==> src/logic/input_bram.sv <==
`timescale 1ns/1ns

module input_bram #(
  parameter int WIDTH = 8,
  parameter int DEPTH = 64
) (
  input  logic                               clk,
  input  logic [$clog2(DEPTH)+WIDTH+1:0]     wr,
  input  logic [$clog2(DEPTH)-1:0]           addrb,
  input  logic                               rd_en,
  output logic [WIDTH-1:0]                   doutb
);

  localparam int AW = $clog2(DEPTH);

  // Same field order as the host write structs
  typedef struct packed {
    logic             ena;
    logic             wea;
    logic [AW-1:0]    addra;
    logic [WIDTH-1:0] din;
  } wr_port_t;

  wr_port_t         wr_s;
  logic [WIDTH-1:0] mem [DEPTH];

  assign wr_s = wr;

  // Port A, host writes
  always_ff @(posedge clk) begin
    if (wr_s.ena && wr_s.wea) begin
      mem[wr_s.addra] <= wr_s.din;
    end
  end

  // Port B, registered read, doutb holds while rd_en low
  always_ff @(posedge clk) begin
    if (rd_en) begin
      doutb <= mem[addrb];
    end
  end

endmodule

==> config.mk <==
export PLATFORM = sky130hd
export DESIGN_NAME = input_bram
export DESIGN_NICKNAME = d
export VERILOG_FILES = /design/src/logic/input_bram.sv
export SDC_FILE = /design/constraint.sdc
export NUM_CORES = 1
export LEC_CHECK = 0
export BUFFER_PORTS_ARGS = -buffer_cell sky130_fd_sc_hd__buf_2
export CORE_MARGIN = 2
export CORE_UTILIZATION = 60
export CTS_CLUSTER_SIZE = 28
export DETAILED_ROUTE_END_ITERATION = 10
export GPL_ROUTABILITY_DRIVEN = 0
export HOLD_SLACK_MARGIN = 0.03
export PLACE_DENSITY = 0.87
export SETUP_SLACK_MARGIN = 0.4
export SYNTH_ARGS = -nofsm -noshare
export SYNTH_HDL_FRONTEND = slang
export SYNTH_SLANG_ARGS = --single-unit
export TNS_END_PERCENT = 10
==> constraint.sdc <==
create_clock -name clk -period 6.2 [get_ports clk]
set_input_delay 1.55 -clock clk [delete_from_list [all_inputs] [get_ports clk]]
set_output_delay 1.55 -clock clk [all_outputs]
set_load 0.01 [all_outputs]
**Yosys cells after proc, flatten, opt, wreduce, memory -nomap -nowiden**

Memory sizes are Yosys's and may differ from the RTL's. A register that Yosys moved wholly into a read port is not among the register bits.
Cells that the tools add are included.
Widths: inputs -> output; s select.

- Muxes and demuxes: 2
- Reductions and logical operators: 1

Operators by type and width:

| cell | count |
|---|---|
| $mux 1 | 2 |
| $logic_and 1x1->1 | 1 |

- Logic and storage cells: 4
- Bits in writable memories: 512
- Flip-flop bits (word level): 0
- Output and inout port bits: 8
- Memories kept: 1

Memories:

| name | words | width | rd ports | clocked after Yosys merged registers in | write ports | line | source |
|---|---|---|---|---|---|---|---|
| mem | 64 | 8 | 1 | 1 | 1 | 25 | `logic [WIDTH-1:0] mem [DEPTH];` |

**Longest topological paths before layout**

- Depth after elaboration: 3
- Gate-level depth with buffers: 7
- Depth with buffers taken out: 5

**Worst setup path before layout**

No wires, ideal clock.

- Path type: input -> register
- Start point: input addrb[0]
- End point: register doutb[6], read port of mem (data pin)
- Data required time: 5,945 ps
- Stages: 7
- Slack: 3,011 ps
- Buffers on the path: 3
- Data arrival time: 2,934 ps
- Cell sequence: buf_6 -> buf_6 -> buf_4 -> mux4_2 -> a22oi_1 -> nand3_1 -> and3_1

RTL lines:

| item | line | source |
|---|---|---|
| from (decl) | 9 | `input logic [$clog2(DEPTH)-1:0] addrb,` |
| to (decl) | 11 | `output logic [WIDTH-1:0] doutb` |

==> flow_summary.yaml <==
synthesis:
  yosys_warnings: 0
  synth_top_area_share_pct: 77.45
  async_flop_share_pct: 0
  syn_area_mm2: 0.02016
  ys_seq_area_share_pct: 77.45
  ys_types: 30
  avgSynthCellArea_um2: 22.25
  synthTopCellsByCount: "edfxtp_1, mux4_2, nor2_1, a22oi_1"
  synth_fp_nets: 930
  post-synth-top-count-cell: "edfxtp_1"
  yosys_most_used_dff: "edfxtp_1"
  synth.area.top_cells: "edfxtp_1, mux4_2, mux4_1"
  synth_edf_count: 520
  synthesis.instances: 906
  ys_ff_latch: 520
  synth_top_area_cell: "edfxtp_1"
sta:
  setup_ws_ps: 2400
  finalSetupTns_ps: 0
  grt_setup_unrepaired: "false"
  drv_slew: 0
  fmaxAchievable_ghz: 0.2632
  max-slew-margin-rel_pct: 9.967
  tightest_slew_ps: 1350
  fin_crit_ps: 3800
  hold_violations: 0
  clock_skew_ps: 22.57
  setup_violations: 0
  fin_crit_sh_pct: 61.28
cells_and_area:
  layout-drive-gt1-share_pct: 21.49
  area_growth_pct: 9.942
  n_fill_cell: 1998
  instances_no_fill: 1430
  layout.area.seq_mm2: 0.01562
  multi_input_area_mm2: 0.004238
  n_antenna_cell: 0
  nNetsFinal: 970
route:
  route.detailed.drc: 0
  totalWireLength_um: 44060
  drtAntennaViolNets: 0
  vias: 9798
  met3_length_um: 4808
  wl_per_cell_um: 30.81
  wl_met1_um: 16220
  routed_via_density: 6.852
  dr.pass1.iters: 5
  first_iter_violations: 1477
  dr_wl_met2_um: 21720
  top_layer_used: "met5"
die:
  die_area_mm2: 0.03508
  coreArea_mm2: 0.03328
  io_pins: 32
  start_util_pct: 60.58
  die_width_um: 187.3
  die_h_um: 187.3
  num_rows: 67
grt:
  first_global_vias: 9925
  grt_max_degree: 69
  grt_pass1_wl_um: 65970
  overflow: 0
  track_usage_pct: 25.81
  antenna_found_initial: 2
clock_tree:
  cts_hold_buf: 0
  cts_made_buffers: 48
  cts_resized: 0
  cts.clk_slew.worst_paths_ps: 60
  insertion_delay_ps: 560
  postCtsSetupRepairBufs: 0
  root_buffer: "clkbuf_16"
  cts_tree: "done"
  clock_sinks: 520
  ctsLongestPathBuffers: 3
  cts_max_level: 2
pwr:
  irDropWorstVdd_mv: 0.2940
  pwr-share-comb_pct: 4.5
  p_per_area_mw_per_mm2: 319.5
  power_frac_clock_pct: 40.5
  p_leak_nw: 6.895
  power_frac_seq_pct: 55.0
  total_power_mw: 7.083
  switching_power_mw: 1.429
  swShare_pct: 20.18
  power.internal_mw: 5.654
worst_setup_path:
  end_kind: "register"
  arrival_ps: 4100
  slowest_stage: "buf_4"
  cpMostUsedCell: "buf_4"
  crit_required_ps: 6500
  cp_max_fo: 66
  start_kind: "input pin"
  crit_type: "input pin to register"
  max_stage_delay_ps: 780
  crit_path_cell_trace: "buf_4 -> buf_4 -> mux4_2 -> a22oi_1 -> nand3_1 -> and4_1"
place:
  place_ws_ps: 1870
  dp.cells: 1344
  io_buffers: 31
  dp_hpwl_um: 24560
hold_path:
  hold_class: "register to register"
job:
  maxCapViolCount: 0
run_status:
  outcome: "finished, final reports clean"
state kept, by name (all words and copies together), names as in the netlist:
name / flops
doutb: 8
mem: 512
power groups by stage:
stage | sequential, mW | clock (mW) | combinational (mW)
global placement | 3.97 | 0 | 0.305
floorplan | 3.97 | 0 | 0.185
finish | 3.90 | 2.87 | 0.320
detailed placement | 3.97 | 0 | 0.315
global route | 3.90 | 3.00 | 0.339
CTS | 3.90 | 2.88 | 0.319
layout by cell type, fill, tap and decap left out, types with 2 or more instances in the layout:
| cell type | instances |
|---|---|
| nand3b_1 | 3 |
| nand3_1 | 21 |
| clkbuf_16 | 50 |
| clkinv_1 | 5 |
| and3_1 | 4 |
| mux4_1 | 24 |
| a22oi_1 | 37 |
| a21oi_1 | 8 |
| nand2_1 | 9 |
| or3b_2 | 2 |
| a31oi_1 | 3 |
| edfxtp_1 | 520 |
| bufinv_16 | 4 |
| mux2_2 | 3 |
| nor2b_1 | 5 |
| o21ai_0 | 3 |
| buf_4 | 8 |
| mux4_2 | 104 |
| clkinv_2 | 6 |
| clkbuf_1 | 19 |
| nor2_1 | 69 |
| o211ai_1 | 5 |
| mux2i_1 | 24 |
| buf_2 | 29 |
| a22o_1 | 3 |
| and4_1 | 5 |
final timing paths:
path | cells past startpoint | slack, ps | to | startpoint
setup / recovery | 6 | 2400 | doutb[3]$_DFFE_PP_ | addrb[1]
hold / removal | 4 | 960 | doutb[0]$_DFFE_PP_ | mem[30][0]$_DFFE_PP_
setup reg to reg | 5 | 4080 | doutb[0]$_DFFE_PP_ | mem[36][0]$_DFFE_PP_
hold reg to reg | 4 | 960 | doutb[0]$_DFFE_PP_ | mem[30][0]$_DFFE_PP_
cells by family (layout without fill, tap and decap cells):
| logic type | after synthesis | after routing | synth area share [%] |
|---|---|---|---|
| flip-flops | 520 | 520 | 77.45 |
| AND/OR/NAND/NOR | 123 | 123 | 2.842 |
| multiplexers | 155 | 155 | 16.10 |
| buffers and inverters | 49 | 125 | 1.539 |
| AO/OA/AOI/OAI | 59 | 59 | 2.061 |
area by class of cell:
type                       instances  share of cell area [%]
multi-input combinational        337                   19.12
tap                              448                   2.529
timing repair buffer              39                   1.067
clock buffer                      69                   5.967
sequential                       520                   70.45
clock inverter                    17                  0.8693
worst max-delay path, delay by kind of cell:
family / cells / cell delay [ps]
AND/OR/NAND/NOR: 2 / 650
buffers and inverters: 2 / 1250
AO/OA/AOI/OAI: 1 / 250
multiplexers: 1 / 360
through the flow:
step | util [%] | hold slack (ps) | cell area (um2)
after global routing | 66.60 | 999.3 | 22170
after floorplan | - | 857.5 | 20160
after global placement | 62.05 | 912.7 | 20650
after detailed placement | 62.05 | 931.1 | 20650
final | 66.60 | 958.8 | 22170
after CTS | 66.60 | 957.5 | 22170
routing by layer:
metal	up-vias	GRT usage, %
met5	-	0
met4	2	7.540
met3	112	4.953
met2	702	41.59
met1	5066	36.86
li1	3916	-
(Power assumes the default switching activity.)
