File: src/logic/gat_consts.svh
`ifndef GAT_CONSTS_SVH
`define GAT_CONSTS_SVH

// ==========================================================================
// Dataset sizes for the first layer feature transform
// ==========================================================================

// H values and weights, signed
`define GAT_DATA_WIDTH          8
`define GAT_TOTAL_NODES         8
`define GAT_NUM_FEATURE_IN      11
`define GAT_NUM_FEATURE_OUT     16

// Sparse H storage
`define GAT_COL_IDX_WIDTH       4
`define GAT_H_DATA_DEPTH        64
`define GAT_H_DATA_ADDR_W       6
`define GAT_ROW_LEN_WIDTH       4
`define GAT_NODE_ADDR_W         3

// Dense W, input features times output features
`define GAT_WEIGHT_DEPTH        176
`define GAT_WEIGHT_ADDR_W       8

// WH results, nodes times output features
`define GAT_WH_DATA_WIDTH       20
`define GAT_FEAT_DEPTH          128
`define GAT_FEAT_ADDR_W         7
`define GAT_NEW_FEATURE_WIDTH   32

`endif
File: src/logic/gat_pkg.sv
package gat_pkg;

  `include "gat_consts.svh"

  // ==========================================================================
  // Sparse H word
  // ==========================================================================

  // One nonzero of H, value above column index
  typedef struct packed {
    logic signed [`GAT_DATA_WIDTH-1:0]    value;
    logic        [`GAT_COL_IDX_WIDTH-1:0] col_idx;
  } h_data_t;

  // ==========================================================================
  // Host write ports, one per input memory
  // ==========================================================================

  typedef struct packed {
    logic                          ena;
    logic                          wea;
    logic [`GAT_H_DATA_ADDR_W-1:0] addra;
    h_data_t                       din;
  } h_data_wr_t;

  // Row length only, node count and flag not kept
  typedef struct packed {
    logic                          ena;
    logic                          wea;
    logic [`GAT_NODE_ADDR_W-1:0]   addra;
    logic [`GAT_ROW_LEN_WIDTH-1:0] din;
  } node_info_wr_t;

  typedef struct packed {
    logic                          ena;
    logic                          wea;
    logic [`GAT_WEIGHT_ADDR_W-1:0] addra;
    logic [`GAT_DATA_WIDTH-1:0]    din;
  } wgt_wr_t;

  // ==========================================================================
  // Result memory traffic
  // ==========================================================================

  // Engine side, one finished sum per en pulse
  typedef struct packed {
    logic                                 en;
    logic        [`GAT_FEAT_ADDR_W-1:0]   addr;
    logic signed [`GAT_WH_DATA_WIDTH-1:0] data;
  } feat_wr_t;

  // Host side, rd_en held until rvalid
  typedef struct packed {
    logic                        rd_en;
    logic [`GAT_FEAT_ADDR_W-1:0] addr;
  } feat_rd_req_t;

endpackage

File: src/logic/feat_bram_arbiter.sv
`timescale 1ns/1ns

`include "gat_consts.svh"

module feat_bram_arbiter
  import gat_pkg::*;
(
  input  logic                                clk,
  input  logic                                rst_n,
  input  feat_wr_t                            feat_wr,
  input  feat_rd_req_t                        feat_rd,
  output logic                                feat_bram_rvalid,
  output logic [`GAT_NEW_FEATURE_WIDTH-1:0]   feat_bram_dout
);

  localparam int WHW   = `GAT_WH_DATA_WIDTH;
  localparam int NFW   = `GAT_NEW_FEATURE_WIDTH;
  localparam int DEPTH = `GAT_FEAT_DEPTH;

  // ==========================================================================
  // Single-port result memory
  // ==========================================================================

  logic signed [WHW-1:0] mem [DEPTH];
  logic signed [WHW-1:0] rd_q;
  logic                  rd_grant;

  // Engine write wins, host read waits a cycle
  assign rd_grant = feat_rd.rd_en && !feat_wr.en;

  always_ff @(posedge clk) begin
    if (feat_wr.en) begin
      mem[feat_wr.addr] <= feat_wr.data;
    end else if (rd_grant) begin
      rd_q <= mem[feat_rd.addr];
    end
  end

  // ==========================================================================
  // Read response
  // ==========================================================================

  // One pulse per granted read
  always_ff @(posedge clk or negedge rst_n) begin
    if (!rst_n) begin
      feat_bram_rvalid <= 1'b0;
    end else begin
      feat_bram_rvalid <= rd_grant;
    end
  end

  // Signed sum widened for the host
  assign feat_bram_dout = {{(NFW-WHW){rd_q[WHW-1]}}, rd_q};

endmodule

File: config.mk
export PLATFORM = sky130hd
export DESIGN_NAME = feat_bram_arbiter
export DESIGN_NICKNAME = d
export VERILOG_FILES = /design/src/logic/gat_pkg.sv /design/src/logic/feat_bram_arbiter.sv
export VERILOG_INCLUDE_DIRS = /design/src /design/src/logic
export SDC_FILE = /design/constraint.sdc
export NUM_CORES = 2
export LEC_CHECK = 0
export BUFFER_PORTS_ARGS = -buffer_cell sky130_fd_sc_hd__buf_2
export CORE_MARGIN = 2
export CORE_UTILIZATION = 65
export DETAILED_ROUTE_END_ITERATION = 12
export PLACE_DENSITY = 0.84
export SETUP_SLACK_MARGIN = 0.2
export SLEW_MARGIN = 30
export SYNTH_ARGS = -nofsm -noshare
export SYNTH_HDL_FRONTEND = slang
export SYNTH_SLANG_ARGS = --single-unit
File: constraint.sdc
create_clock -name clk -period 7 [get_ports clk]
set_input_delay 0.35 -clock clk [delete_from_list [all_inputs] [get_ports clk]]
set_output_delay 0.35 -clock clk [all_outputs]
set_load 0.03 [all_outputs]
# Word level (Yosys, flattened, before mapping)
# Memories as Yosys holds them, arrays and structs flattened. A register that Yosys moved wholly into a read port is not among the register bits.
# Index checks and enable logic that the tools add are counted.
[word_totals]
reg_bits = 1
mem_bits_rw = 2560
inputBits = 38
output_inout_bits = 33
word_cells = 8
mem_count = 1
[op_classes]
n_mux = 2
bitwise_logic = 1
reduce_logical = 3
[mem_list]
columns = ["name", "depth", "word_bits", "read_ports", "rd_clocked_by_memory_dff", "write_ports", "line", "rtl"]
rows = [
  ["mem", 128, 20, 1, 1, 1, "feat_bram_arbiter.sv:24", "logic signed [WHW-1:0] mem [DEPTH];"],
]
[ops]
columns = ["operator", "n"]
rows = [
  ["$mux 1", 2],
  ["$reduce_and 2->1", 1],
  ["$logic_and 1x1->1", 1],
  ["$logic_not 1->1", 1],
  ["$not 1->1", 1],
]

# Depth between registers and ports, before layout
[depth]
word_depth = 3
depth_mapped = 7
ltp_nobuf = 4

# Worst setup path after synthesis
# Ideal clock, no wire load.
[synth_timing]
path_type = "input to register"
from = "input port feat_rd[0] (netlist name)"
to = "register rd_q[0], read port of mem, data pin"
setup_time_ns = 0.260
arrival_time_ns = 2.732
required_time_ns = 6.740
setup_slack_ns = 4.008
path_stages = 6
path_buffers = 2
path_cell_list = "buf_2 > buf_1 > mux4_2 > mux4_2 > mux4_2 > mux2_2"
[synth_rtl]
columns = ["element", "line", "rtl"]
rows = [
  ["from (decl)", "feat_bram_arbiter.sv:11", "input feat_rd_req_t feat_rd,"],
  ["to (decl)", "feat_bram_arbiter.sv:25", "logic signed [WHW-1:0] rd_q;"],
]

==> impl_metrics.py <==
metrics = {
    "sta": {
        "max-slew-margin-rel_pct": 26.0,
        "worst_pin_slew_ns": 1.11,
        "rsz0062_at_grt": "no",
        "timing.final.crit_share_pct": 50.2,
        "max_freq_mhz": 285,
        "fin_crit_ns": 3.51,
        "tns_ns": 0,
        "maxSlewViolCount": 0,
        "hold_viol": 0,
        "finalSetupViolations": 0,
        "fin_skew_ns": 0.0449,
    },
    "global_routing": {
        "grt_antenna_before_repair": 39,
        "grt_pass1_wl_um": 411000,
        "gr-usage-met2_pct": 63.1,
        "grtUsageMet1_pct": 51.3,
        "grt_use_total_pct": 39.8,
        "grt_max_degree": 141,
        "use_met3_pct": 11.8,
        "globalRoute.totalOverflow": 0,
        "first_global_vias": 48861,
        "grt_busiest_layer": "met2",
    },
    "synth": {
        "syn_area_um2": 98200,
        "syn-num-nets": 3857,
        "synth_area_leaders": "edfxtp_1, mux4_2, nor2_1",
        "synth_most_common_cell": "edfxtp_1",
        "yosys_warnings": 0,
        "synth-seq-area-share_pct": 78.9,
        "async_flop_share_pct": 0.0387,
        "ys_types": 16,
        "synth_edf_count": 2580,
        "ys_top_cells_by_count": "edfxtp_1, mux4_2, nor2_1, clkbuf_1, buf_2",
        "synthFlopType": "edfxtp_1",
        "syn_inst": 3819,
        "synth_top_area_share_pct": 78.9,
        "yosys_register_bits": 2581,
        "synth_area_per_cell_um2": 25.7,
        "synth_area_leader_cell": "edfxtp_1",
    },
    "cells_and_area": {
        "seq_area_um2": 77500,
        "fillers": 7298,
        "final_cells": 6269,
        "drive_above_1_share_pct": 35.5,
        "finish.net_count": 4089,
        "area_growth_pct": 11.9,
        "multi_input_area_um2": 20500,
    },
    "power_and_ir_drop": {
        "seqPwrFrac_pct": 53.6,
        "p_leak_nw": 33.5,
        "intPower_w": 0.0247,
        "clkPwrFrac_pct": 41.1,
        "swShare_pct": 22.6,
        "pwr-share-comb_pct": 5.3,
        "powerDensity_nw_per_um2": 290,
        "p_sw_w": 0.00722,
        "irDropWorstVdd_mv": 0.295,
    },
    "clock_tree": {
        "cts_made_buffers": 231,
        "cts_buffer_depth": 3,
        "cts_num_sinks": 2581,
        "root_buffer": "clkbuf_16",
        "insertion_delay_ns": 0.90,
        "cts.repair.resized": 0,
        "postCtsSetupRepairBufs": 0,
        "tritoncts": "yes",
        "clk_pin_slew_ns": 0.08,
        "h-tree-depth": 4,
    },
    "critical_path": {
        "critPathMaxStageDelay_ns": 0.69,
        "arrival_ns": 4.14,
        "cpMostUsedCell": "mux4_2",
        "critPathLaunchType": "input port",
        "cp_max_fo": 91,
        "crit_type": "input port to flop",
        "critical_path.cell_chain": "buf_8 > buf_12 > mux4_2 > mux4_2 > mux4_2 > mux2_2",
        "critPathRequiredTime_ns": 7.63,
        "worst_setup_path_end_kind": "flop",
        "r2r_slack_ns": 4.02,
        "slowest_stage": "mux4_2",
    },
    "placement": {
        "dp_cells": 5808,
        "globalplace.congestion": 0.817,
        "dp_hpwl_um": 142000,
        "io_buffers": 70,
    },
    "routing": {
        "viasPerCell": 7.93,
        "drt.antenna.violating_nets": 0,
        "num_vias": 49723,
        "wl_per_cell_um": 48.6,
        "drc": 0,
        "drtIter0Drc": 11057,
        "finalWirelength_um": 305000,
        "drt_pass1_iterations": 12,
    },
    "die": {
        "die_w_um": 393,
        "io_pins": 71,
        "fp.dieH_um": 393,
        "num_rows": 142,
        "initial_core_util_pct": 65.5,
        "coreArea_um2": 150000,
        "die_area_um2": 154000,
    },
    "min_path": {
        "hold_path_class": "input port to flop",
    },
    "run_status": {
        "outcome": "finished, final reports clean",
    },
    "flow_run": {
        "max_cap_violations": 0,
    },
}
[final timing paths]
path | start | to | cells after the start
worst max register to register | mem[22][4] | rd_q[4] | 4
max in group asynchronous | rst_n | feat_bram_rvalid | 3
min in group asynchronous | rst_n | feat_bram_rvalid | 3
worst min register to register | mem[54][4] | rd_q[4] | 4
worst min-delay path | feat_wr[3] | mem[10][3] | 1
worst max-delay path | feat_rd[0] | rd_q[4] | 6
[worst max-delay path, delay by kind of cell]
| kind | cells | cell delay [ns] |
|---|---|---|
| buffers and inverters | 2 | 1.21 |
| multiplexers | 4 | 2.27 |
[cell usage in the layout (no fill, tap or decap), types with 2 or more instances in the layout]
| cell type | n |
|---|---|
| nand3_1 | 10 |
| clkbuf_1 | 47 |
| clkinv_8 | 4 |
| mux4_2 | 840 |
| clkbuf_16 | 233 |
| nor2_1 | 3 |
| clkinv_4 | 2 |
| buf_16 | 12 |
| mux2_2 | 20 |
| inv_6 | 5 |
| clkinv_16 | 3 |
| nand2_1 | 12 |
| dlygate4sd3_1 | 13 |
| buf_8 | 4 |
| buf_4 | 117 |
| clkinv_1 | 53 |
| buf_12 | 14 |
| diode_2 | 15 |
| buf_6 | 5 |
| buf_2 | 44 |
| nor2_4 | 70 |
| nand2b_1 | 2 |
| nor2b_1 | 7 |
| clkinvlp_4 | 11 |
| edfxtp_1 | 2580 |
| nand4_1 | 3 |
| clkinv_2 | 37 |
| bufinv_16 | 24 |
| nor2_2 | 56 |
| nor3_2 | 2 |
[power groups by stage]
stage | Sequential, W | Combinational [W] | Clock (W)
2_1_floorplan | 0.0174 | 0.000844 | 0
3_3_place_gp | 0.0174 | 0.00147 | 0
3_5_place_dp | 0.0174 | 0.00154 | 0
4_1_cts | 0.0171 | 0.00162 | 0.0130
5_1_grt | 0.0171 | 0.00170 | 0.0135
6_report | 0.0171 | 0.00170 | 0.0131
[layer usage]
| metal | share of wire (%) | vias to the layer above | routed length (um) |
|---|---|---|---|
| met5 | 0.064 | - | 194 |
| met4 | 7.1 | 30 | 21500 |
| met3 | 15 | 1268 | 46300 |
| met2 | 48 | 5808 | 147000 |
| met1 | 29 | 25451 | 89900 |
| li1 | - | 17166 | - |
[sequential cells by signal, summed over array words and instances, names as in the netlist]
name              count
mem                2560
rd_q                 20
feat_bram_rvalid      1
[metrics by stage]
stage	utilization, %	total power (W)	setup WS [ns]	cell area (um^2)	hold slack, ns
after floorplan	-	0.0183	4.01	98200	0.0544
final	73.3	0.0319	3.49	110000	0.0400
after detailed placement	68.0	0.0190	2.79	102000	0.127
after CTS	73.1	0.0317	3.59	110000	0.00195
after global routing	73.3	0.0323	3.41	110000	0.0491
after global placement	68.0	0.0189	2.87	102000	0.125
[logic make-up after synthesis]
family	after synthesis	share of synthesized area (%)
flops	2581	78.9
mux	860	19.5
buf+inv	211	0.942
simple gates	167	0.692
[final cells by class]
class / count / share of cell area, %
Sequential cell: 2581 / 70.5
Multi-Input combinational cell: 1027 / 18.6
Clock buffer: 280 / 5.46
Tap cell: 2016 / 2.29
Timing Repair Buffer: 210 / 1.79
Clock inverter: 140 / 1.29
Antenna cell: 15 / 0.0341
[timing repair]
item,CTS,global route
hold buffers,13,0
endpoints found under the hold margin,357,0
endpoints found under the setup margin,0,0
(Power assumes the default switching activity.)
