==> src/logic/gat_consts.svh <==
`ifndef GAT_CONSTS_SVH
`define GAT_CONSTS_SVH

// ==========================================================================
// Dataset sizes for the first layer feature transform
// ==========================================================================

// H values and weights, signed
`define GAT_DATA_WIDTH          8
`define GAT_TOTAL_NODES         8
`define GAT_NUM_FEATURE_IN      11
`define GAT_NUM_FEATURE_OUT     16

// Sparse H storage
`define GAT_COL_IDX_WIDTH       4
`define GAT_H_DATA_DEPTH        64
`define GAT_H_DATA_ADDR_W       6
`define GAT_ROW_LEN_WIDTH       4
`define GAT_NODE_ADDR_W         3

// Dense W, input features times output features
`define GAT_WEIGHT_DEPTH        176
`define GAT_WEIGHT_ADDR_W       8

// WH results, nodes times output features
`define GAT_WH_DATA_WIDTH       20
`define GAT_FEAT_DEPTH          128
`define GAT_FEAT_ADDR_W         7
`define GAT_NEW_FEATURE_WIDTH   32

`endif
==> src/logic/gat_pkg.sv <==
package gat_pkg;

  `include "gat_consts.svh"

  // ==========================================================================
  // Sparse H word
  // ==========================================================================

  // One nonzero of H, value above column index
  typedef struct packed {
    logic signed [`GAT_DATA_WIDTH-1:0]    value;
    logic        [`GAT_COL_IDX_WIDTH-1:0] col_idx;
  } h_data_t;

  // ==========================================================================
  // Host write ports, one per input memory
  // ==========================================================================

  typedef struct packed {
    logic                          ena;
    logic                          wea;
    logic [`GAT_H_DATA_ADDR_W-1:0] addra;
    h_data_t                       din;
  } h_data_wr_t;

  // Row length only, node count and flag not kept
  typedef struct packed {
    logic                          ena;
    logic                          wea;
    logic [`GAT_NODE_ADDR_W-1:0]   addra;
    logic [`GAT_ROW_LEN_WIDTH-1:0] din;
  } node_info_wr_t;

  typedef struct packed {
    logic                          ena;
    logic                          wea;
    logic [`GAT_WEIGHT_ADDR_W-1:0] addra;
    logic [`GAT_DATA_WIDTH-1:0]    din;
  } wgt_wr_t;

  // ==========================================================================
  // Result memory traffic
  // ==========================================================================

  // Engine side, one finished sum per en pulse
  typedef struct packed {
    logic                                 en;
    logic        [`GAT_FEAT_ADDR_W-1:0]   addr;
    logic signed [`GAT_WH_DATA_WIDTH-1:0] data;
  } feat_wr_t;

  // Host side, rd_en held until rvalid
  typedef struct packed {
    logic                        rd_en;
    logic [`GAT_FEAT_ADDR_W-1:0] addr;
  } feat_rd_req_t;

endpackage

==> src/logic/spmm_engine.sv <==
`timescale 1ns/1ns

`include "gat_consts.svh"

module spmm_engine
  import gat_pkg::*;
(
  input  logic                            clk,
  input  logic                            rst_n,
  input  logic                            h_data_bram_load_done,
  input  logic                            h_node_info_bram_load_done,
  input  logic                            wgt_bram_load_done,
  input  h_data_t                         h_data_dout,
  input  logic [`GAT_ROW_LEN_WIDTH-1:0]   node_info_dout,
  input  logic [`GAT_DATA_WIDTH-1:0]      wgt_dout,
  output logic [`GAT_H_DATA_ADDR_W-1:0]   h_data_addrb,
  output logic [`GAT_NODE_ADDR_W-1:0]     node_info_addrb,
  output logic [`GAT_WEIGHT_ADDR_W-1:0]   wgt_addrb,
  output logic                            h_data_rd_en,
  output logic                            node_info_rd_en,
  output logic                            wgt_rd_en,
  output feat_wr_t                        feat_wr,
  output logic                            gat_ready
);

  localparam int DW        = `GAT_DATA_WIDTH;
  localparam int WHW       = `GAT_WH_DATA_WIDTH;
  localparam int HAW       = `GAT_H_DATA_ADDR_W;
  localparam int RLW       = `GAT_ROW_LEN_WIDTH;
  localparam int NAW       = `GAT_NODE_ADDR_W;
  localparam int FW        = `GAT_FEAT_ADDR_W - `GAT_NODE_ADDR_W;
  localparam int LAST_NODE = `GAT_TOTAL_NODES - 1;
  localparam int LAST_FEAT = `GAT_NUM_FEATURE_OUT - 1;

  typedef enum logic [2:0] {
    S_IDLE,
    S_FETCH,
    S_STREAM,
    S_DRAIN,
    S_DONE
  } state_t;

  // ==========================================================================
  // Walk state
  // ==========================================================================

  state_t               state;
  logic                 all_loaded;
  logic                 len_req;
  logic [NAW-1:0]       node;
  logic [FW-1:0]        feat;
  logic [HAW-1:0]       row_base;
  logic [RLW-1:0]       row_len;
  logic [RLW-1:0]       k;
  logic                 issue;
  logic                 issue_last;
  logic                 issue_zero;
  logic                 feat_done;

  // Pipeline, stage 1 waits on H, stage 2 on W
  logic                 v1, l1, z1;
  logic                 v2, l2, z2;
  logic signed [DW-1:0] h_val2;
  logic signed [2*DW-1:0] prod;
  logic signed [WHW-1:0]  prod_ext;
  logic signed [WHW-1:0]  acc;
  logic signed [WHW-1:0]  acc_next;

  // Result write registers
  logic                          wr_en_q;
  logic [`GAT_FEAT_ADDR_W-1:0]   wr_addr_q;
  logic signed [WHW-1:0]         wr_data_q;

  assign all_loaded = h_data_bram_load_done && h_node_info_bram_load_done &&
                      wgt_bram_load_done;

  // Empty row still sends one item, with a zero product
  assign issue      = (state == S_STREAM);
  assign issue_zero = (row_len == '0);
  assign issue_last = issue_zero || (k == row_len - 1'b1);

  // Last product of the current feature lands this cycle
  assign feat_done  = v2 && l2;

  // ==========================================================================
  // Memory addressing
  // ==========================================================================

  assign node_info_rd_en = (state == S_FETCH) && !len_req;
  assign node_info_addrb = node;

  assign h_data_rd_en    = issue && !issue_zero;
  assign h_data_addrb    = row_base + HAW'(k);

  // 16 output features, so c * 16 + f is a concatenation
  assign wgt_rd_en       = v1 && !z1;
  assign wgt_addrb       = {h_data_dout.col_idx, feat};

  // ==========================================================================
  // FSM over nodes and features
  // ==========================================================================

  always_ff @(posedge clk or negedge rst_n) begin
    if (!rst_n) begin
      state     <= S_IDLE;
      len_req   <= 1'b0;
      node      <= '0;
      feat      <= '0;
      row_base  <= '0;
      row_len   <= '0;
      k         <= '0;
      gat_ready <= 1'b0;
    end else begin
      case (state)
        // Load-done levels only matter here
        S_IDLE: begin
          if (all_loaded) begin
            state <= S_FETCH;
          end
        end
        // Address out, then row length back
        S_FETCH: begin
          if (!len_req) begin
            len_req <= 1'b1;
          end else begin
            len_req <= 1'b0;
            row_len <= node_info_dout;
            k       <= '0;
            state   <= S_STREAM;
          end
        end
        // One nonzero address per cycle
        S_STREAM: begin
          if (issue_last) begin
            k     <= '0;
            state <= S_DRAIN;
          end else begin
            k <= k + 1'b1;
          end
        end
        S_DRAIN: begin
          if (feat_done) begin
            if (feat == FW'(LAST_FEAT)) begin
              feat     <= '0;
              row_base <= row_base + HAW'(row_len);
              if (node == NAW'(LAST_NODE)) begin
                state <= S_DONE;
              end else begin
                node  <= node + 1'b1;
                state <= S_FETCH;
              end
            end else begin
              feat  <= feat + 1'b1;
              state <= S_STREAM;
            end
          end
        end
        // Raised a cycle after the last write, held until reset
        S_DONE: begin
          gat_ready <= 1'b1;
        end
        default: begin
          state <= S_IDLE;
        end
      endcase
    end
  end

  // ==========================================================================
  // Multiply and accumulate
  // ==========================================================================

  assign prod     = h_val2 * $signed(wgt_dout);
  // Empty row item adds nothing
  assign prod_ext = z2 ? '0 : {{(WHW-2*DW){prod[2*DW-1]}}, prod};
  assign acc_next = acc + prod_ext;

  always_ff @(posedge clk or negedge rst_n) begin
    if (!rst_n) begin
      v1      <= 1'b0;
      l1      <= 1'b0;
      z1      <= 1'b0;
      v2      <= 1'b0;
      l2      <= 1'b0;
      z2      <= 1'b0;
      acc     <= '0;
      wr_en_q <= 1'b0;
    end else begin
      v1      <= issue;
      l1      <= issue && issue_last;
      z1      <= issue && issue_zero;
      v2      <= v1;
      l2      <= l1;
      z2      <= z1;
      wr_en_q <= feat_done;
      if (v2) begin
        // Clear for the next feature once the sum leaves
        acc <= l2 ? '0 : acc_next;
      end
    end
  end

  // H value waits one cycle for its weight
  always_ff @(posedge clk) begin
    h_val2 <= h_data_dout.value;
    if (feat_done) begin
      wr_addr_q <= {node, feat};
      wr_data_q <= acc_next;
    end
  end

  assign feat_wr = '{en: wr_en_q, addr: wr_addr_q, data: wr_data_q};

endmodule

==> config.mk <==
export PLATFORM = sky130hd
export DESIGN_NAME = spmm_engine
export DESIGN_NICKNAME = d
export VERILOG_FILES = /design/src/logic/gat_pkg.sv /design/src/logic/spmm_engine.sv
export VERILOG_INCLUDE_DIRS = /design/src /design/src/logic
export SDC_FILE = /design/constraint.sdc
export NUM_CORES = 1
export LEC_CHECK = 0
export ABC_AREA = 1
export BUFFER_PORTS_ARGS = -buffer_cell sky130_fd_sc_hd__buf_4
export CORE_MARGIN = 4
export CORE_UTILIZATION = 45
export DETAILED_ROUTE_END_ITERATION = 7
export PLACE_DENSITY = 0.7
export SLEW_MARGIN = 20
export SYNTH_ARGS = -nofsm -noshare
export SYNTH_HDL_FRONTEND = slang
export SYNTH_SLANG_ARGS = --single-unit
==> constraint.sdc <==
create_clock -name clk -period 14.7 [get_ports clk]
set_input_delay 2.94 -clock clk [delete_from_list [all_inputs] [get_ports clk]]
set_output_delay 2.94 -clock clk [all_outputs]
set_load 0.02 [all_outputs]
## Yosys cells after proc, flatten, opt, wreduce, memory -nomap -nowiden

Index checks and enable logic that the tools add are counted.

| word-level totals | value |
|---|---|
| register bits after elaboration | 88 |
| latch bits | 0 |
| bits in writable memories | 0 |
| ROM bits | 0 |
| output and inout port bits | 49 |
| logic and storage cells | 75 |
| memories | 0 |

| operators by class | value |
|---|---|
| add/subtract/negate cells | 7 |
| multiply operators | 1 |
| divide/modulo/power cells | 0 |
| magnitude comparators | 0 |
| eq/ne operators | 11 |
| shifts and indexed selects | 0 |
| mux-type cells | 14 |
| bitwise gates (word level) | 2 |
| reduce and logical (&&, ||, !) cells | 21 |

Operators with widths:

| kind | count |
|---|---|
| $mux 20 | 2 |
| $add 20x20->20 | 1 |
| $mux 3 | 6 |
| $mul 8x8->16 | 1 |
| $pmux 3 s5 | 1 |
| $add 6x4->6 | 2 |
| $mux 4 | 3 |
| $add 4x1->4 const B | 2 |
| $logic_and 1x1->1 | 8 |
| $pmux 4 s2 | 1 |
| $eq 3x2->1 const B | 2 |
| $eq 3x3->1 const B | 2 |
| $ne 2x2->1 const B | 3 |
| $reduce_and 2->1 | 3 |
| $reduce_and 5->1 | 1 |
| $eq 4x4->1 | 1 |
| $eq 4x4->1 const B | 1 |
| $logic_not 4->1 | 1 |
| $reduce_and 4->1 | 1 |
| $sub 4x1->4 const B | 1 |
| $add 3x1->3 const B | 1 |
| $eq 3x1->1 const B | 1 |
| $logic_not 1->1 | 3 |
| $logic_not 3->1 | 1 |
| 6 further kinds | 7 |

## Logic depth before layout (Yosys ltp)

| logic depth | value |
|---|---|
| depth after elaboration | 5 |
| mapped depth | 33 |

## Least setup slack after synthesis

Ideal clock, no wire load.

| timing path | value |
|---|---|
| kind | input -> register |
| start | input wgt_dout[7] |
| end | register wr_data_q[13], data pin |
| setup time | 0.255 ns |
| data arrival time | 7.834 ns |
| required time | 14.445 ns |
| slack | 6.612 ns |
| stages | 25 |
| cells stage by stage | inv_1 -> or2_2 -> fa_1 -> fa_1 -> inv_1 -> fa_1 -> inv_1 -> fa_1 -> inv_1 -> ha_1 -> a21oi_1 -> o21ai_1 -> a21oi_1 -> nor2_1 -> o21ai_1 -> nand2_1 -> nand2_1 -> nor3b_1 -> ha_1 -> a21oi_1 -> o21ai_0 -> nor2_1 -> nand2_1 -> or2_1 -> and2_1 |

| between the ends | value |
|---|---|
| word-level cells in the longest chain between the ends | 3 |

Ends and longest elaborated chain:

| item | line | text |
|---|---|---|
| start, declared | spmm_engine.sv:15 | `` input logic [`GAT_DATA_WIDTH-1:0] wgt_dout, `` |
| $mul 8x8->16 | spmm_engine.sv:173 | `assign prod = h_val2 * $signed(wgt_dout);` |
| $mux 20 | spmm_engine.sv:175 | `assign prod_ext = z2 ? '0 : {{(WHW-2*DW){prod[2*DW-1]}}, prod};` |
| $add 20x20->20 | spmm_engine.sv:176 | `assign acc_next = acc + prod_ext;` |
| named net acc_next[13] | spmm_engine.sv:67 | `logic signed [WHW-1:0] acc_next;` |
| end signal, assigned | spmm_engine.sv:208 | `wr_data_q <= acc_next;` |
| end, declared | spmm_engine.sv:72 | `logic signed [WHW-1:0] wr_data_q;` |

The timed path passes the listed nets, and every way through them passes these cells.
A chain may end at the register's enable or synchronous reset.

## Worst setup path after layout

Ends and elaborated chain as after synthesis.

==> flow_summary.yaml <==
cells_and_area:
  final_common_cell: "inv_1"
  diodes: 0
  finalInstanceArea_sq_um: 8450
  layout-drive-gt1-share_pct: 12.3
  mostFrequentLayoutCells: "inv_1, nand2_1, buf_4"
  area_growth_pct: 13.2
  final_util_pct: 52.6
  nNetsFinal: 1107
logic_synthesis:
  mappedNetlistArea_sq_um: 7470
  syn_inst: 900
  ys_top_cells_by_area: "dfrtp_1, fa_1, edfxtp_1"
  synth-edff-count: 27
  syn-num-nets: 1049
  synth_top_area_share_pct: 17.8
  ys_warn_count: 0
  synth-seq-area-share_pct: 30.8
  yosys_most_used_dff: "dfrtp_1"
  synth_top_area_cell: "dfrtp_1"
  syn_area_per_cell_sq_um: 8.30
  synth.distinct_cells: 48
  synthArstFlopShare_pct: 60.2
  ys_ff_latch: 88
detailed_routing:
  route.vias.total: 5792
  detail_route.iter0.violations: 315
  wirelength_um: 15800
  vias_per_cell: 4.91
  ant_nets: 0
  drc: 0
  drtPass1Iterations: 5
  wl_per_cell_um: 13.4
sta:
  period_needed_ns: 8.37
  grt_setup_unrepaired: "no"
  slew_violations: 0
  relSlewSlack_pct: 50.8
  hold_viol_final: 0
  finalSetupTns_ns: 0
  tightest_slew_ns: 0.737
  fin_skew_ns: 0.0132
  period_share_pct: 56.9
  fmax_mhz: 120
  setup_viol: 0
  whs_ns: 0.356
floorplanning:
  fp.dieH_um: 137
  design.core.area_sq_um: 16100
  row_count: 46
  dieArea_sq_um: 18700
  io-pin-count: 78
  start_util_pct: 46.5
  die_w_um: 137
placed_design:
  dpl.hpwl_um: 12600
  place_area_sq_um: 8160
  place_congestion: 0.902
  port_buffers: 69
clocking:
  cts_hold_buffers: 0
  cts_sinks: 88
  cts_tree: "yes"
  clk_transition_reported_paths_ns: 0.08
  h-tree-depth: 3
  cts.path.max_buffers: 2
  cts_setup_buffers: 0
  ctsResizeCount: 0
  cts_buffers: 9
  insertion_delay_ns: 0.36
  root_buffer: "clkbuf_16"
power:
  powerDensity_nw_per_um2: 205
  total_power_mw: 1.74
  p_leak_nw: 4.55
  vdd_drop_max_uv: 136
critical_path:
  critPathMaxFanout: 8
  cp.arrival_ns: 8.48
  worst-setup-path-type: "in -> reg"
  worst_setup_path_end_kind: "register"
  crit_path_start_kind: "input port"
  critPathRequiredTime_ns: 14.82
global_routing:
  grt_pass1_wl_um: 27800
  grt_pass1_vias: 5972
  grt_use_total_pct: 18.6
  overflow: 0
  grt_max_degree: 54
  antenna_found_initial: 0
worst_hold_path:
  min_path_type: "reg -> reg"
status:
  status: "completed"
job:
  max_cap_viol_count: 0
==> state kept, by name, indices dropped and copies added (netlist names) <==
signal	flops
l1	1
z2	1
wr_data_q	20
v2	1
l2	1
row_base	6
z1	1
v1	1
h_val2	8
gat_ready	1
wr_addr_q	7
state	3
acc	20
k	4
len_req	1
row_len	4
wr_en_q	1
node_info_addrb	3
feat	4
==> worst max-delay path: stages <==
cell and delay (ns):
buf_4 0.10, inv_1 0.12, or2_2 0.32, fa_1 0.51
fa_1 0.55, inv_1 0.06, fa_1 0.53, inv_1 0.06
fa_1 0.53, inv_1 0.04, ha_1 0.36, a21oi_1 0.21
o21ai_1 0.11, a21oi_1 0.20, nor2_1 0.06, o21ai_1 0.11
nand2_1 0.08, nand2_1 0.06, nor3b_1 0.30, ha_1 0.37
a21oi_1 0.18, o21ai_0 0.13, nor2_1 0.12, nand2_1 0.07
or2_1 0.21, and2_1 0.14
==> per-stage QoR <==
step	worst slack, ns	instances
after floorplan	6.61	900
after global placement	6.14	1163
after detailed placement	5.99	1163
after CTS	6.36	1179
after global routing	5.90	1179
final	6.33	1179
==> synthesized netlist by cell type (2+ instances only) <==
library cell,n
nor3_1,5
edfxtp_1,27
nand3_1,29
a21o_1,4
nand3b_1,2
dfxtp_1,8
nor3_2,3
or2_1,2
o211ai_1,2
mux2_2,2
a211oi_1,2
fa_1,58
a22o_1,7
inv_2,4
and2_1,5
buf_4,5
o21ai_0,30
nor2_1,57
nor2_2,3
a21oi_1,37
xnor2_1,7
nor3_4,2
xor2_1,26
o21ai_1,9
a31oi_1,2
nand2_1,198
clkbuf_1,19
mux2_4,2
nand2_2,4
a21oi_2,2
ha_1,62
nand4_1,7
dfrtp_1,53
inv_1,200
o22ai_1,2
==> cell type report <==
class / count / area, sq um
clock inverters: 7 / 66.3
multi-input cells: 584 / 4300
clock buffers: 9 / 225
flip-flops and latches: 88 / 2300
fillers: 1529 / 7600
well taps: 216 / 270
inverters: 204 / 766
repair buffers: 71 / 533
==> power breakdown <==
group,internal (mW),switching [mW],total [mW],leakage (nW)
clock network,0.120,0.114,0.234,0.147
registers,0.303,0.00319,0.306,0.943
logic,0.443,0.753,1.20,3.46
==> kinds of logic after synthesis <==
group,synth area share (%)
compound gates,8.38
simple gates,18.6
mux,0.704
buf+inv,11.7
fa+ha+maj,25.9
flops,30.8
xor+xnor,3.87
==> path summary, 6_finish.rpt <==
kind / startpoint / to / slack, ns / cells after the start
worst max-delay path: wgt_dout[7] / wr_data_q[13]$_DFFE_PP_ / 6.33 / 26
worst min-delay path: l1$_DFF_PN0_ / l2$_DFF_PN0_ / 0.36 / 0
worst max register to register: h_val2[0]$_DFF_P_ / wr_data_q[13]$_DFFE_PP_ / 8.66 / 24
worst min register to register: l1$_DFF_PN0_ / l2$_DFF_PN0_ / 0.36 / 0
max in group asynchronous: rst_n / acc[2]$_DFFE_PN0P_ / 11.61 / 1
min in group asynchronous: rst_n / node_info_addrb[2]$_DFFE_PN0P_ / 2.63 / 1
==> metal layers <==
| layer | vias to the layer above | GRT usage (%) | share of wire, % |
|---|---|---|---|
| li1 | 2893 | - | - |
| met1 | 2753 | 25.2 | 46 |
| met2 | 129 | 30.8 | 47 |
| met3 | 17 | 3.75 | 5.6 |
| met4 | 0 | 4.55 | 1.6 |
| met5 | - | 0 | 0 |
(Power assumes the default switching activity.)
